$ cat config.mk
export PLATFORM = sky130hd
export DESIGN_NAME = tpu_uart_ctrl
export DESIGN_NICKNAME = d
export VERILOG_FILES = /design/src/source/tpu_cmd_pkg.sv /design/src/source/uart_pkg.sv /design/src/source/tpu_uart_ctrl.sv /design/src/source/resp_serializer.sv /design/src/source/mlp_loader.sv /design/src/source/cmd_decoder.sv /design/src/source/uart_tx.sv /design/src/source/uart_rx.sv
export VERILOG_INCLUDE_DIRS = /design/src /design/src/source
export SDC_FILE = /design/constraint.sdc
export NUM_CORES = 1
export LEC_CHECK = 0
export ABC_CLOCK_PERIOD_IN_PS = 3700
export BUFFER_PORTS_ARGS = -buffer_cell sky130_fd_sc_hd__buf_2
export CAP_MARGIN = 5
export CORE_UTILIZATION = 50
export DETAILED_ROUTE_END_ITERATION = 10
export PLACE_DENSITY = 0.69
export SLEW_MARGIN = 0
export SYNTH_ARGS = -nofsm -noshare
export SYNTH_HDL_FRONTEND = slang
export SYNTH_HIERARCHICAL = 1
export SYNTH_SLANG_ARGS = --single-unit
$ cat constraint.sdc
create_clock -name clk -period 3.7 [get_ports clk]
set_input_delay 0.74 -clock clk [delete_from_list [all_inputs] [get_ports clk]]
set_output_delay 0.74 -clock clk [all_outputs]
set_load 0.1 [all_outputs]
$ cat src/source/tpu_link_params.svh
`ifndef TPU_LINK_PARAMS_SVH
`define TPU_LINK_PARAMS_SVH

// Serial bit period in clock cycles
// For hardware use clock frequency divided by baud rate,
// e.g. 100 MHz / 115200 gives 868
`define TPU_CLKS_PER_BIT 16

// Frame lengths in bytes
// Data bytes that follow a write command
`define TPU_DATA_BYTES 4
// Bytes returned for one accumulator read
`define TPU_ACC_BYTES 4

`endif
$ cat src/source/tpu_cmd_pkg.sv
package tpu_cmd_pkg;

    // Host command codes
    typedef enum logic [7:0] {
        WRITE_WEIGHT = 8'h01,
        WRITE_ACT    = 8'h02,
        EXECUTE      = 8'h03,
        READ_ACC0    = 8'h04,
        STATUS       = 8'h05,
        READ_ACC1    = 8'h06
    } cmd_t;

    // MLP status as seen from the front end
    typedef logic [3:0] mlp_state_t;
    typedef logic [4:0] cycle_cnt_t;

    localparam mlp_state_t MLP_IDLE = 4'd0;

    typedef logic signed [31:0] acc_t;

    // Activation column word, row 1 in the high byte
    typedef logic [15:0] act_word_t;

endpackage

$ cat src/source/uart_pkg.sv
package uart_pkg;

    // One serial payload byte
    typedef logic [7:0] byte_t;

endpackage

$ cat src/source/tpu_uart_ctrl.sv
`timescale 1ns/1ps

`include "tpu_link_params.svh"

module tpu_uart_ctrl import uart_pkg::*, tpu_cmd_pkg::*; (
    input  logic       clk,
    input  logic       rst,
    input  logic       uart_rx,
    output logic       uart_tx,
    output logic       wf_push_col0,
    output logic       wf_push_col1,
    output byte_t      wf_data_in,
    output logic       wf_reset,
    output logic       init_act_valid,
    output act_word_t  init_act_data,
    output logic       start_mlp,
    output logic       weights_ready,
    input  mlp_state_t mlp_state,
    input  cycle_cnt_t mlp_cycle_cnt,
    input  acc_t       mlp_acc0,
    input  acc_t       mlp_acc1
);

    byte_t rx_data;
    logic  rx_valid;
    byte_t tx_data;
    logic  tx_valid;
    logic  tx_ready;
    logic  weight_load;
    logic  act_load;
    logic  exec;
    logic  read_acc0;
    logic  read_acc1;
    logic  read_status;
    logic  resp_busy;
    byte_t data_bytes [`TPU_DATA_BYTES];

    uart_rx uart_rx_i (
        .clk      (clk),
        .rst      (rst),
        .rx       (uart_rx),
        .rx_data  (rx_data),
        .rx_valid (rx_valid)
    );

    cmd_decoder cmd_decoder_i (
        .clk         (clk),
        .rst         (rst),
        .rx_data     (rx_data),
        .rx_valid    (rx_valid),
        .resp_busy   (resp_busy),
        .weight_load (weight_load),
        .act_load    (act_load),
        .exec        (exec),
        .read_acc0   (read_acc0),
        .read_acc1   (read_acc1),
        .read_status (read_status),
        .data_bytes  (data_bytes)
    );

    mlp_loader mlp_loader_i (
        .clk            (clk),
        .rst            (rst),
        .weight_load    (weight_load),
        .act_load       (act_load),
        .exec           (exec),
        .data_bytes     (data_bytes),
        .mlp_state      (mlp_state),
        .wf_reset       (wf_reset),
        .wf_push_col0   (wf_push_col0),
        .wf_push_col1   (wf_push_col1),
        .wf_data_in     (wf_data_in),
        .init_act_valid (init_act_valid),
        .init_act_data  (init_act_data),
        .start_mlp      (start_mlp),
        .weights_ready  (weights_ready)
    );

    resp_serializer resp_serializer_i (
        .clk           (clk),
        .rst           (rst),
        .read_acc0     (read_acc0),
        .read_acc1     (read_acc1),
        .read_status   (read_status),
        .mlp_acc0      (mlp_acc0),
        .mlp_acc1      (mlp_acc1),
        .mlp_state     (mlp_state),
        .mlp_cycle_cnt (mlp_cycle_cnt),
        .tx_ready      (tx_ready),
        .tx_data       (tx_data),
        .tx_valid      (tx_valid),
        .resp_busy     (resp_busy)
    );

    uart_tx uart_tx_i (
        .clk      (clk),
        .rst      (rst),
        .tx_data  (tx_data),
        .tx_valid (tx_valid),
        .tx       (uart_tx),
        .tx_ready (tx_ready)
    );

endmodule

$ cat src/source/resp_serializer.sv
`timescale 1ns/1ps

`include "tpu_link_params.svh"

module resp_serializer import uart_pkg::*, tpu_cmd_pkg::*; (
    input  logic       clk,
    input  logic       rst,
    input  logic       read_acc0,
    input  logic       read_acc1,
    input  logic       read_status,
    input  acc_t       mlp_acc0,
    input  acc_t       mlp_acc1,
    input  mlp_state_t mlp_state,
    input  cycle_cnt_t mlp_cycle_cnt,
    input  logic       tx_ready,
    output byte_t      tx_data,
    output logic       tx_valid,
    output logic       resp_busy
);

    localparam int IDX_W = $clog2(`TPU_ACC_BYTES);

    typedef enum logic [1:0] {S_IDLE, S_OFFER, S_DRAIN} ser_state_t;

    ser_state_t       state;
    byte_t            resp_buf [`TPU_ACC_BYTES];
    logic [IDX_W-1:0] resp_idx;
    logic [IDX_W:0]   resp_len;

    assign tx_data = resp_buf[resp_idx];

    always_ff @(posedge clk) begin
        if (rst) begin
            state     <= S_IDLE;
            resp_idx  <= '0;
            resp_len  <= '0;
            tx_valid  <= 1'b0;
            resp_busy <= 1'b0;
        end else begin
            case (state)
                S_IDLE: begin
                    resp_idx <= '0;
                    if (read_acc0 || read_acc1 || read_status) begin
                        resp_len  <= read_status ? (IDX_W+1)'(1) : (IDX_W+1)'(`TPU_ACC_BYTES);
                        resp_busy <= 1'b1;
                        state     <= S_OFFER;
                    end
                end
                S_OFFER: begin
                    // Offer once, drop valid when the transmitter goes busy
                    if (!tx_valid && tx_ready) begin
                        tx_valid <= 1'b1;
                    end else if (tx_valid && !tx_ready) begin
                        tx_valid <= 1'b0;
                        state    <= S_DRAIN;
                    end
                end
                S_DRAIN: begin
                    // Wait for the stop bit to finish
                    if (tx_ready) begin
                        if ({1'b0, resp_idx} == resp_len - 1'b1) begin
                            resp_busy <= 1'b0;
                            state     <= S_IDLE;
                        end else begin
                            resp_idx <= resp_idx + 1'b1;
                            state    <= S_OFFER;
                        end
                    end
                end
                default: state <= S_IDLE;
            endcase
        end
    end

    // Snapshot taken at the read strobe, LSB first
    always_ff @(posedge clk) begin
        if (state == S_IDLE) begin
            if (read_acc0 || read_acc1) begin
                for (int i = 0; i < `TPU_ACC_BYTES; i++) begin
                    resp_buf[i] <= read_acc1 ? mlp_acc1[8*i +: 8] : mlp_acc0[8*i +: 8];
                end
            end else if (read_status) begin
                resp_buf[0] <= {mlp_state, mlp_cycle_cnt[3:0]};
            end
        end
    end

endmodule

$ cat src/source/mlp_loader.sv
`timescale 1ns/1ps

`include "tpu_link_params.svh"

module mlp_loader import uart_pkg::*, tpu_cmd_pkg::*; (
    input  logic       clk,
    input  logic       rst,
    input  logic       weight_load,
    input  logic       act_load,
    input  logic       exec,
    input  byte_t      data_bytes [`TPU_DATA_BYTES],
    input  mlp_state_t mlp_state,
    output logic       wf_reset,
    output logic       wf_push_col0,
    output logic       wf_push_col1,
    output byte_t      wf_data_in,
    output logic       init_act_valid,
    output act_word_t  init_act_data,
    output logic       start_mlp,
    output logic       weights_ready
);

    localparam int STEP_W = $clog2(`TPU_DATA_BYTES);

    logic              w_active;
    logic [STEP_W-1:0] w_step;
    logic              act_second;
    mlp_state_t        mlp_state_prev;

    always_ff @(posedge clk) begin
        if (rst) begin
            w_active       <= 1'b0;
            w_step         <= '0;
            act_second     <= 1'b0;
            mlp_state_prev <= MLP_IDLE;
            wf_reset       <= 1'b0;
            wf_push_col0   <= 1'b0;
            wf_push_col1   <= 1'b0;
            init_act_valid <= 1'b0;
            start_mlp      <= 1'b0;
            weights_ready  <= 1'b0;
        end else begin
            wf_reset       <= 1'b0;
            wf_push_col0   <= 1'b0;
            wf_push_col1   <= 1'b0;
            init_act_valid <= 1'b0;
            mlp_state_prev <= mlp_state;

            // MLP has left idle, so it took the start request
            if (start_mlp && mlp_state_prev == MLP_IDLE && mlp_state != MLP_IDLE) begin
                start_mlp     <= 1'b0;
                weights_ready <= 1'b0;
            end
            if (exec) begin
                start_mlp <= 1'b1;
            end

            // FIFO reset first, then alternate col0 and col1
            if (weight_load) begin
                wf_reset <= 1'b1;
                w_active <= 1'b1;
                w_step   <= '0;
            end else if (w_active) begin
                wf_push_col0 <= !w_step[0];
                wf_push_col1 <= w_step[0];
                w_step       <= w_step + 1'b1;
                if (w_step == STEP_W'(`TPU_DATA_BYTES - 1)) begin
                    w_active      <= 1'b0;
                    weights_ready <= 1'b1;
                end
            end

            init_act_valid <= act_load || act_second;
            act_second     <= act_load;
        end
    end

    // Column order: {A10,A00} then {A11,A01}
    always_ff @(posedge clk) begin
        if (w_active) begin
            wf_data_in <= data_bytes[w_step];
        end
        if (act_load) begin
            init_act_data <= {data_bytes[2], data_bytes[0]};
        end else if (act_second) begin
            init_act_data <= {data_bytes[3], data_bytes[1]};
        end
    end

endmodule

$ cat src/source/cmd_decoder.sv
`timescale 1ns/1ps

`include "tpu_link_params.svh"

module cmd_decoder import uart_pkg::*, tpu_cmd_pkg::*; (
    input  logic  clk,
    input  logic  rst,
    input  byte_t rx_data,
    input  logic  rx_valid,
    input  logic  resp_busy,
    output logic  weight_load,
    output logic  act_load,
    output logic  exec,
    output logic  read_acc0,
    output logic  read_acc1,
    output logic  read_status,
    output byte_t data_bytes [`TPU_DATA_BYTES]
);

    localparam int CNT_W = $clog2(`TPU_DATA_BYTES);

    typedef enum logic [1:0] {D_CMD, D_DATA, D_WAIT} dec_state_t;

    dec_state_t       state;
    cmd_t             cmd_reg;
    logic [CNT_W-1:0] byte_cnt;
    logic             read_issued;

    // Serializer raises busy one cycle after the read strobe
    assign read_issued = read_acc0 || read_acc1 || read_status;

    always_ff @(posedge clk) begin
        if (rst) begin
            state       <= D_CMD;
            cmd_reg     <= WRITE_WEIGHT;
            byte_cnt    <= '0;
            weight_load <= 1'b0;
            act_load    <= 1'b0;
            exec        <= 1'b0;
            read_acc0   <= 1'b0;
            read_acc1   <= 1'b0;
            read_status <= 1'b0;
        end else begin
            weight_load <= 1'b0;
            act_load    <= 1'b0;
            exec        <= 1'b0;
            read_acc0   <= 1'b0;
            read_acc1   <= 1'b0;
            read_status <= 1'b0;
            case (state)
                D_CMD: begin
                    if (rx_valid) begin
                        cmd_reg  <= cmd_t'(rx_data);
                        byte_cnt <= '0;
                        case (cmd_t'(rx_data))
                            WRITE_WEIGHT, WRITE_ACT: state <= D_DATA;
                            EXECUTE: exec <= 1'b1;
                            READ_ACC0: begin
                                read_acc0 <= 1'b1;
                                state     <= D_WAIT;
                            end
                            READ_ACC1: begin
                                read_acc1 <= 1'b1;
                                state     <= D_WAIT;
                            end
                            STATUS: begin
                                read_status <= 1'b1;
                                state       <= D_WAIT;
                            end
                            // Unknown codes are dropped
                            default: ;
                        endcase
                    end
                end
                D_DATA: begin
                    if (rx_valid) begin
                        if (byte_cnt == CNT_W'(`TPU_DATA_BYTES - 1)) begin
                            weight_load <= (cmd_reg == WRITE_WEIGHT);
                            act_load    <= (cmd_reg == WRITE_ACT);
                            state       <= D_CMD;
                        end else begin
                            byte_cnt <= byte_cnt + 1'b1;
                        end
                    end
                end
                D_WAIT: begin
                    // Incoming bytes are ignored until the reply is out
                    if (!resp_busy && !read_issued) begin
                        state <= D_CMD;
                    end
                end
                default: state <= D_CMD;
            endcase
        end
    end

    always_ff @(posedge clk) begin
        if (state == D_DATA && rx_valid) begin
            data_bytes[byte_cnt] <= rx_data;
        end
    end

endmodule

$ cat src/source/uart_tx.sv
`timescale 1ns/1ps

`include "tpu_link_params.svh"

module uart_tx import uart_pkg::*; (
    input  logic  clk,
    input  logic  rst,
    input  byte_t tx_data,
    input  logic  tx_valid,
    output logic  tx,
    output logic  tx_ready
);

    localparam int CLKS  = `TPU_CLKS_PER_BIT;
    localparam int CNT_W = $clog2(CLKS);

    logic             busy;
    logic [9:0]       frame;
    logic [3:0]       bit_idx;
    logic [CNT_W-1:0] clk_cnt;

    assign tx_ready = !busy;
    assign tx       = frame[0];

    always_ff @(posedge clk) begin
        if (rst) begin
            busy    <= 1'b0;
            frame   <= '1;
            bit_idx <= '0;
            clk_cnt <= '0;
        end else if (!busy) begin
            if (tx_valid) begin
                // Stop bit, data LSB first, start bit
                frame   <= {1'b1, tx_data, 1'b0};
                busy    <= 1'b1;
                bit_idx <= '0;
                clk_cnt <= '0;
            end
        end else if (clk_cnt == CNT_W'(CLKS - 1)) begin
            clk_cnt <= '0;
            // Shift in ones so the line rests high
            frame   <= {1'b1, frame[9:1]};
            if (bit_idx == 4'd9) begin
                busy <= 1'b0;
            end else begin
                bit_idx <= bit_idx + 1'b1;
            end
        end else begin
            clk_cnt <= clk_cnt + 1'b1;
        end
    end

endmodule

$ cat src/source/uart_rx.sv
`timescale 1ns/1ps

`include "tpu_link_params.svh"

module uart_rx import uart_pkg::*; (
    input  logic  clk,
    input  logic  rst,
    input  logic  rx,
    output byte_t rx_data,
    output logic  rx_valid
);

    localparam int CLKS  = `TPU_CLKS_PER_BIT;
    localparam int CNT_W = $clog2(CLKS);

    typedef enum logic [1:0] {RX_IDLE, RX_START, RX_DATA, RX_STOP} rx_state_t;

    rx_state_t        state;
    logic             rx_meta;
    logic             rx_sync;
    logic [CNT_W-1:0] clk_cnt;
    logic [2:0]       bit_idx;
    logic             bit_tick;

    // Two-flop synchronizer, line idles high
    always_ff @(posedge clk) begin
        if (rst) begin
            rx_meta <= 1'b1;
            rx_sync <= 1'b1;
        end else begin
            rx_meta <= rx;
            rx_sync <= rx_meta;
        end
    end

    // One full bit period has passed since the last sample point
    assign bit_tick = (clk_cnt == CNT_W'(CLKS - 1));

    always_ff @(posedge clk) begin
        if (rst) begin
            state    <= RX_IDLE;
            clk_cnt  <= '0;
            bit_idx  <= '0;
            rx_valid <= 1'b0;
        end else begin
            rx_valid <= 1'b0;
            case (state)
                RX_IDLE: begin
                    clk_cnt <= '0;
                    bit_idx <= '0;
                    if (!rx_sync) begin
                        state <= RX_START;
                    end
                end
                RX_START: begin
                    // Recheck at mid start bit to reject glitches
                    if (clk_cnt == CNT_W'(CLKS / 2 - 1)) begin
                        clk_cnt <= '0;
                        state   <= rx_sync ? RX_IDLE : RX_DATA;
                    end else begin
                        clk_cnt <= clk_cnt + 1'b1;
                    end
                end
                RX_DATA: begin
                    if (bit_tick) begin
                        clk_cnt <= '0;
                        bit_idx <= bit_idx + 1'b1;
                        if (bit_idx == 3'd7) begin
                            state <= RX_STOP;
                        end
                    end else begin
                        clk_cnt <= clk_cnt + 1'b1;
                    end
                end
                RX_STOP: begin
                    if (bit_tick) begin
                        // Framing error drops the byte
                        rx_valid <= rx_sync;
                        state    <= RX_IDLE;
                    end else begin
                        clk_cnt <= clk_cnt + 1'b1;
                    end
                end
                default: state <= RX_IDLE;
            endcase
        end
    end

    // LSB arrives first
    always_ff @(posedge clk) begin
        if (state == RX_DATA && bit_tick) begin
            rx_data <= {rx_sync, rx_data[7:1]};
        end
    end

endmodule

==> metrics.md <==
| Metric | Value |
|---|---|
| Die Y | `124 µm` |
| Core box area | `0.0145 mm²` |
| Cell Int Power | `about 0.0032 W` |
| Post-synth top flop | `edfxtp_1` |
| Crit-path slowest cell | `dfxtp_2` |
| Max_slew headroom | `a little under two fifths` |
| Fin Setup TNS | `0 ps` |
| Largest registers | `cmd_decoder_i/data_bytes: 32 flops, resp_serializer_i/resp_buf: 32 flops, mlp_loader_i/init_act_data: 16 flops` |
| Startpoint class of the critical path | `register` |
| Yosys reg bits | `around 170` |
| Final number of hold-violating endpoints | `0` |
| Post-cts hold buffer count | `0` |
| Clk_lat worst skew | `between 400 and 500 ps` |
| DR WL/cell | `between 15 and 20 µm` |
| Clock root buffer master | `clkbuf_16` |
| Sw frac | `19.7%` |
| CP Cell Sequence | `nor2_8 -> nor3_4 -> nand2b_1 -> a21oi_1` |
| Sequential share of the synthesized area | `58.5%` |
| Post-route antenna net violation count | `0` |
| Req. time, crit path | `slightly below 4000 ps` |
| Iter 0 DRT Violations | `slightly below 300` |
| EDFF count, synth | `96` |
| Crit path max fanout | `35` |
| # rows | `44` |
| Post-Syn Area | `approximately 0.0074 mm²` |
| Synthesized area per cell | `about 13 µm²` |
| Worst hold start | `uart_rx_i/rx_meta` |
| Deepest clock path buffer count | `2` |
| Clock skew | `around 8.3 ps` |
| Largest stage delay on the critical path | `940 ps` |
| Period minus WS final | `between 2000 and 2500 ps` |
| Worst R2R Path Depth | `4` |
| Fin. max-slew vios | `0` |
| Htree depth | `4` |
| Fmax achieved | `roughly 460 MHz` |
| Antenna violations before repair | `0` |
| Grt ovf | `0` |
| Number of I/O pins | `approximately 110` |
| Reg-to-reg critical path endpoint | `resp_serializer_i/resp_len[0]` |
| Worst r2r src | `cmd_decoder_i/read_acc1` |
| Static Leak | `slightly above 3 nW` |
| Mapped Nets | `between 600 and 700` |
| ANT cells | `0` |
| Detailed Routing Iterations Pass 1 | `5` |
| Min-Delay Endpoint | `uart_rx_i/rx_sync` |
| Most area-consuming cells after synthesis | `edfxtp_1 39%, dfxtp_1 20%, mux4_2 4.9%` |
| Sequential share of power | `roughly 50%` |
| PostCTS Resize Cnt | `0` |
| IO buf count | `around 110` |
| Starting density of the core | `about 51%` |
| Hold_ws | `about 420 ps` |
| TritonCTS clock tree | `done` |
| CTS buffer count | `17` |
| Residual DRC | `0` |
| Vias in the first global route | `between 4,000 and 5,000` |
| Logic pwr share | `2.1%` |
| Chip width | `124 µm` |
| PwrDens | `around 460 mW/mm²` |
| GRT Overall Usage | `19.2%` |
| Critical path's top delay family | `simple AND/OR/NAND/NOR gates` |
| Min-delay worst type | `register to register` |
| Largest net degree at the start of global routing | `about 40` |
| Layout cell share with drive strength beyond 1 | `a little under a third` |
| Filler cells | `between 1,000 and 1,500` |
| Asr flop ratio synth | `0%` |
| Sw Pwr | `approximately 0.00078 W` |
| Reg clk slew, reported paths | `approximately 60 ps` |
| Yosys Warn Count | `6` |
| CTS sink count | `around 170` |
| Max-cap viol count | `0` |
| Final wirelength | `roughly 14 mm` |
| Outcome | `completed` |
| Nets | `approximately 750` |
| Maximum vdd drop | `0.383 mV` |
| Post-synth cell types | `72` |
| Layout area overhead | `16.1%` |
| Clock power frac | `between 40 and 50%` |
| Vias/cell | `roughly 5.6` |
| Worst setup EP type | `register` |
| Crit path DAT | `2430 ps` |
| GP Congestion | `a little over 0.8` |
| CP bufs+invs | `0` |
| First-pass GRT wire length | `approximately 22 mm` |
| Post-CTS setup buffer count | `0` |
| Die Area | `~0.015 mm²` |
| Post-synthesis cell count | `approximately 570` |
| Final worst-path cycle share | `58.4%` |
| R2R setup slack | `1540 ps` |
| Post-DP HPWL | `9.32 mm` |
| Vias | `4,794` |
| Slew @ Worst Pin | `around 940 ps` |
| Synth top area share | `between 30 and 40%` |
| Most area-hungry cell type in the Yosys netlist | `edfxtp_1` |
| Hold Path Depth | `1` |
| Final setup fails | `0` |
| RSZ-0062 raised after global routing | `no` |
| Setup CP Type | `register to register` |
==> cell families (layout without fill, tap and decap cells) <==
family,after synthesis,in the layout,synth area share (%)
AO/OA/AOI/OAI,107,107,9.27
XOR/XNOR,4,4,0.474
adder cells (fa/ha/maj),13,13,2.20
buffers and inverters,56,161,4.25
flip-flops,168,168,58.5
multiplexers,67,67,12.3
AND/OR/NAND/NOR,152,152,12.9
==> cell type report <==
cell class                      count  area [µm²]  area share (%)
Clock buffer                       18         439            5.12
Clock inverter                     14         210            2.45
Inverter                           22        82.6           0.963
Multi-Input combinational cell    343        2750            32.0
Sequential cell                   168        4330            50.4
Tap cell                          184         230            2.68
Timing Repair Buffer              107         541            6.30
==> power by group through the flow <==
stage / Sequential (W) / Combinational [W] / Clock, W
global placement: 0.00201 / 0.0000820 / 0
CTS: 0.00197 / 0.0000854 / 0.00195
finish: 0.00197 / 0.0000849 / 0.00191
global route: 0.00197 / 0.0000934 / 0.00203
detailed placement: 0.00201 / 0.0000849 / 0
floorplan: 0.00200 / 0.0000381 / 0
==> per-layer routing <==
metal	wire length, µm	track usage (%)	share of wire [%]	vias up
met5	0	0	0	-
met4	101	7.08	0.73	0
met3	600	4.94	4.4	8
met2	6830	30.8	50	117
met1	6250	25.2	45	2349
li1	-	-	-	2320
==> worst max path at each step <==
| stage | from | end | slack (ps) | cells past startpoint |
|---|---|---|---|---|
| floorplan | uart_tx_i/busy | resp_serializer_i/tx_valid | 1920 | 8 |
| global placement | cmd_decoder_i/read_acc1 | resp_serializer_i/resp_len[0] | 1630 | 4 |
| detailed placement | cmd_decoder_i/read_acc1 | resp_serializer_i/resp_len[0] | 1500 | 4 |
| CTS | cmd_decoder_i/read_acc1 | resp_serializer_i/resp_len[0] | 1480 | 4 |
| global route | cmd_decoder_i/read_acc1 | resp_serializer_i/resp_len[0] | 1370 | 4 |
| finish | cmd_decoder_i/read_acc1 | resp_serializer_i/resp_len[0] | 1540 | 4 |
==> per-stage QoR <==
| stage | instances | worst slack [ps] | util, % | instance area, µm² | power [W] |
|---|---|---|---|---|---|
| 3_3_place_gp | 824 | 1630 | 54.8 | 7930 | 0.00209 |
| 4_1_cts | 856 | 1480 | 59.2 | 8580 | 0.00400 |
| 6_report | 856 | 1540 | 59.2 | 8580 | 0.00396 |
| 3_5_place_dp | 824 | 1500 | 54.8 | 7930 | 0.00209 |
| 5_1_grt | 856 | 1370 | 59.2 | 8580 | 0.00409 |
| 2_1_floorplan | 567 | 1920 | - | 7390 | 0.00204 |
==> cells in the mapped netlist, types with 12 or more instances <==
cell type and n:
edfxtp_1 96, dfxtp_1 72, nor3_1 14, a21oi_1 44, mux4_2 16, mux2_2 24, mux2i_1 18, inv_1 21
nor2_1 22, nor2b_1 12, buf_2 12, nand3_1 13, nand2_1 22, ha_1 13
==> layout by cell type (no fill, tap or decap), types with 8 or more instances in the layout <==
cell type / instances
a31oi_1: 9
dfxtp_1: 71
mux2_1: 9
nand2_1: 22
buf_2: 105
clkbuf_16: 17
mux2_2: 24
edfxtp_1: 96
mux2i_1: 18
mux4_2: 16
and2_1: 9
a21oi_1: 44
inv_1: 21
o21ai_1: 9
nor2b_1: 12
nor3_1: 14
nand2b_1: 8
nand3_1: 13
o21ai_0: 10
nor2_1: 22
ha_1: 13
Note: power is estimated with default switching activity, not from simulation.
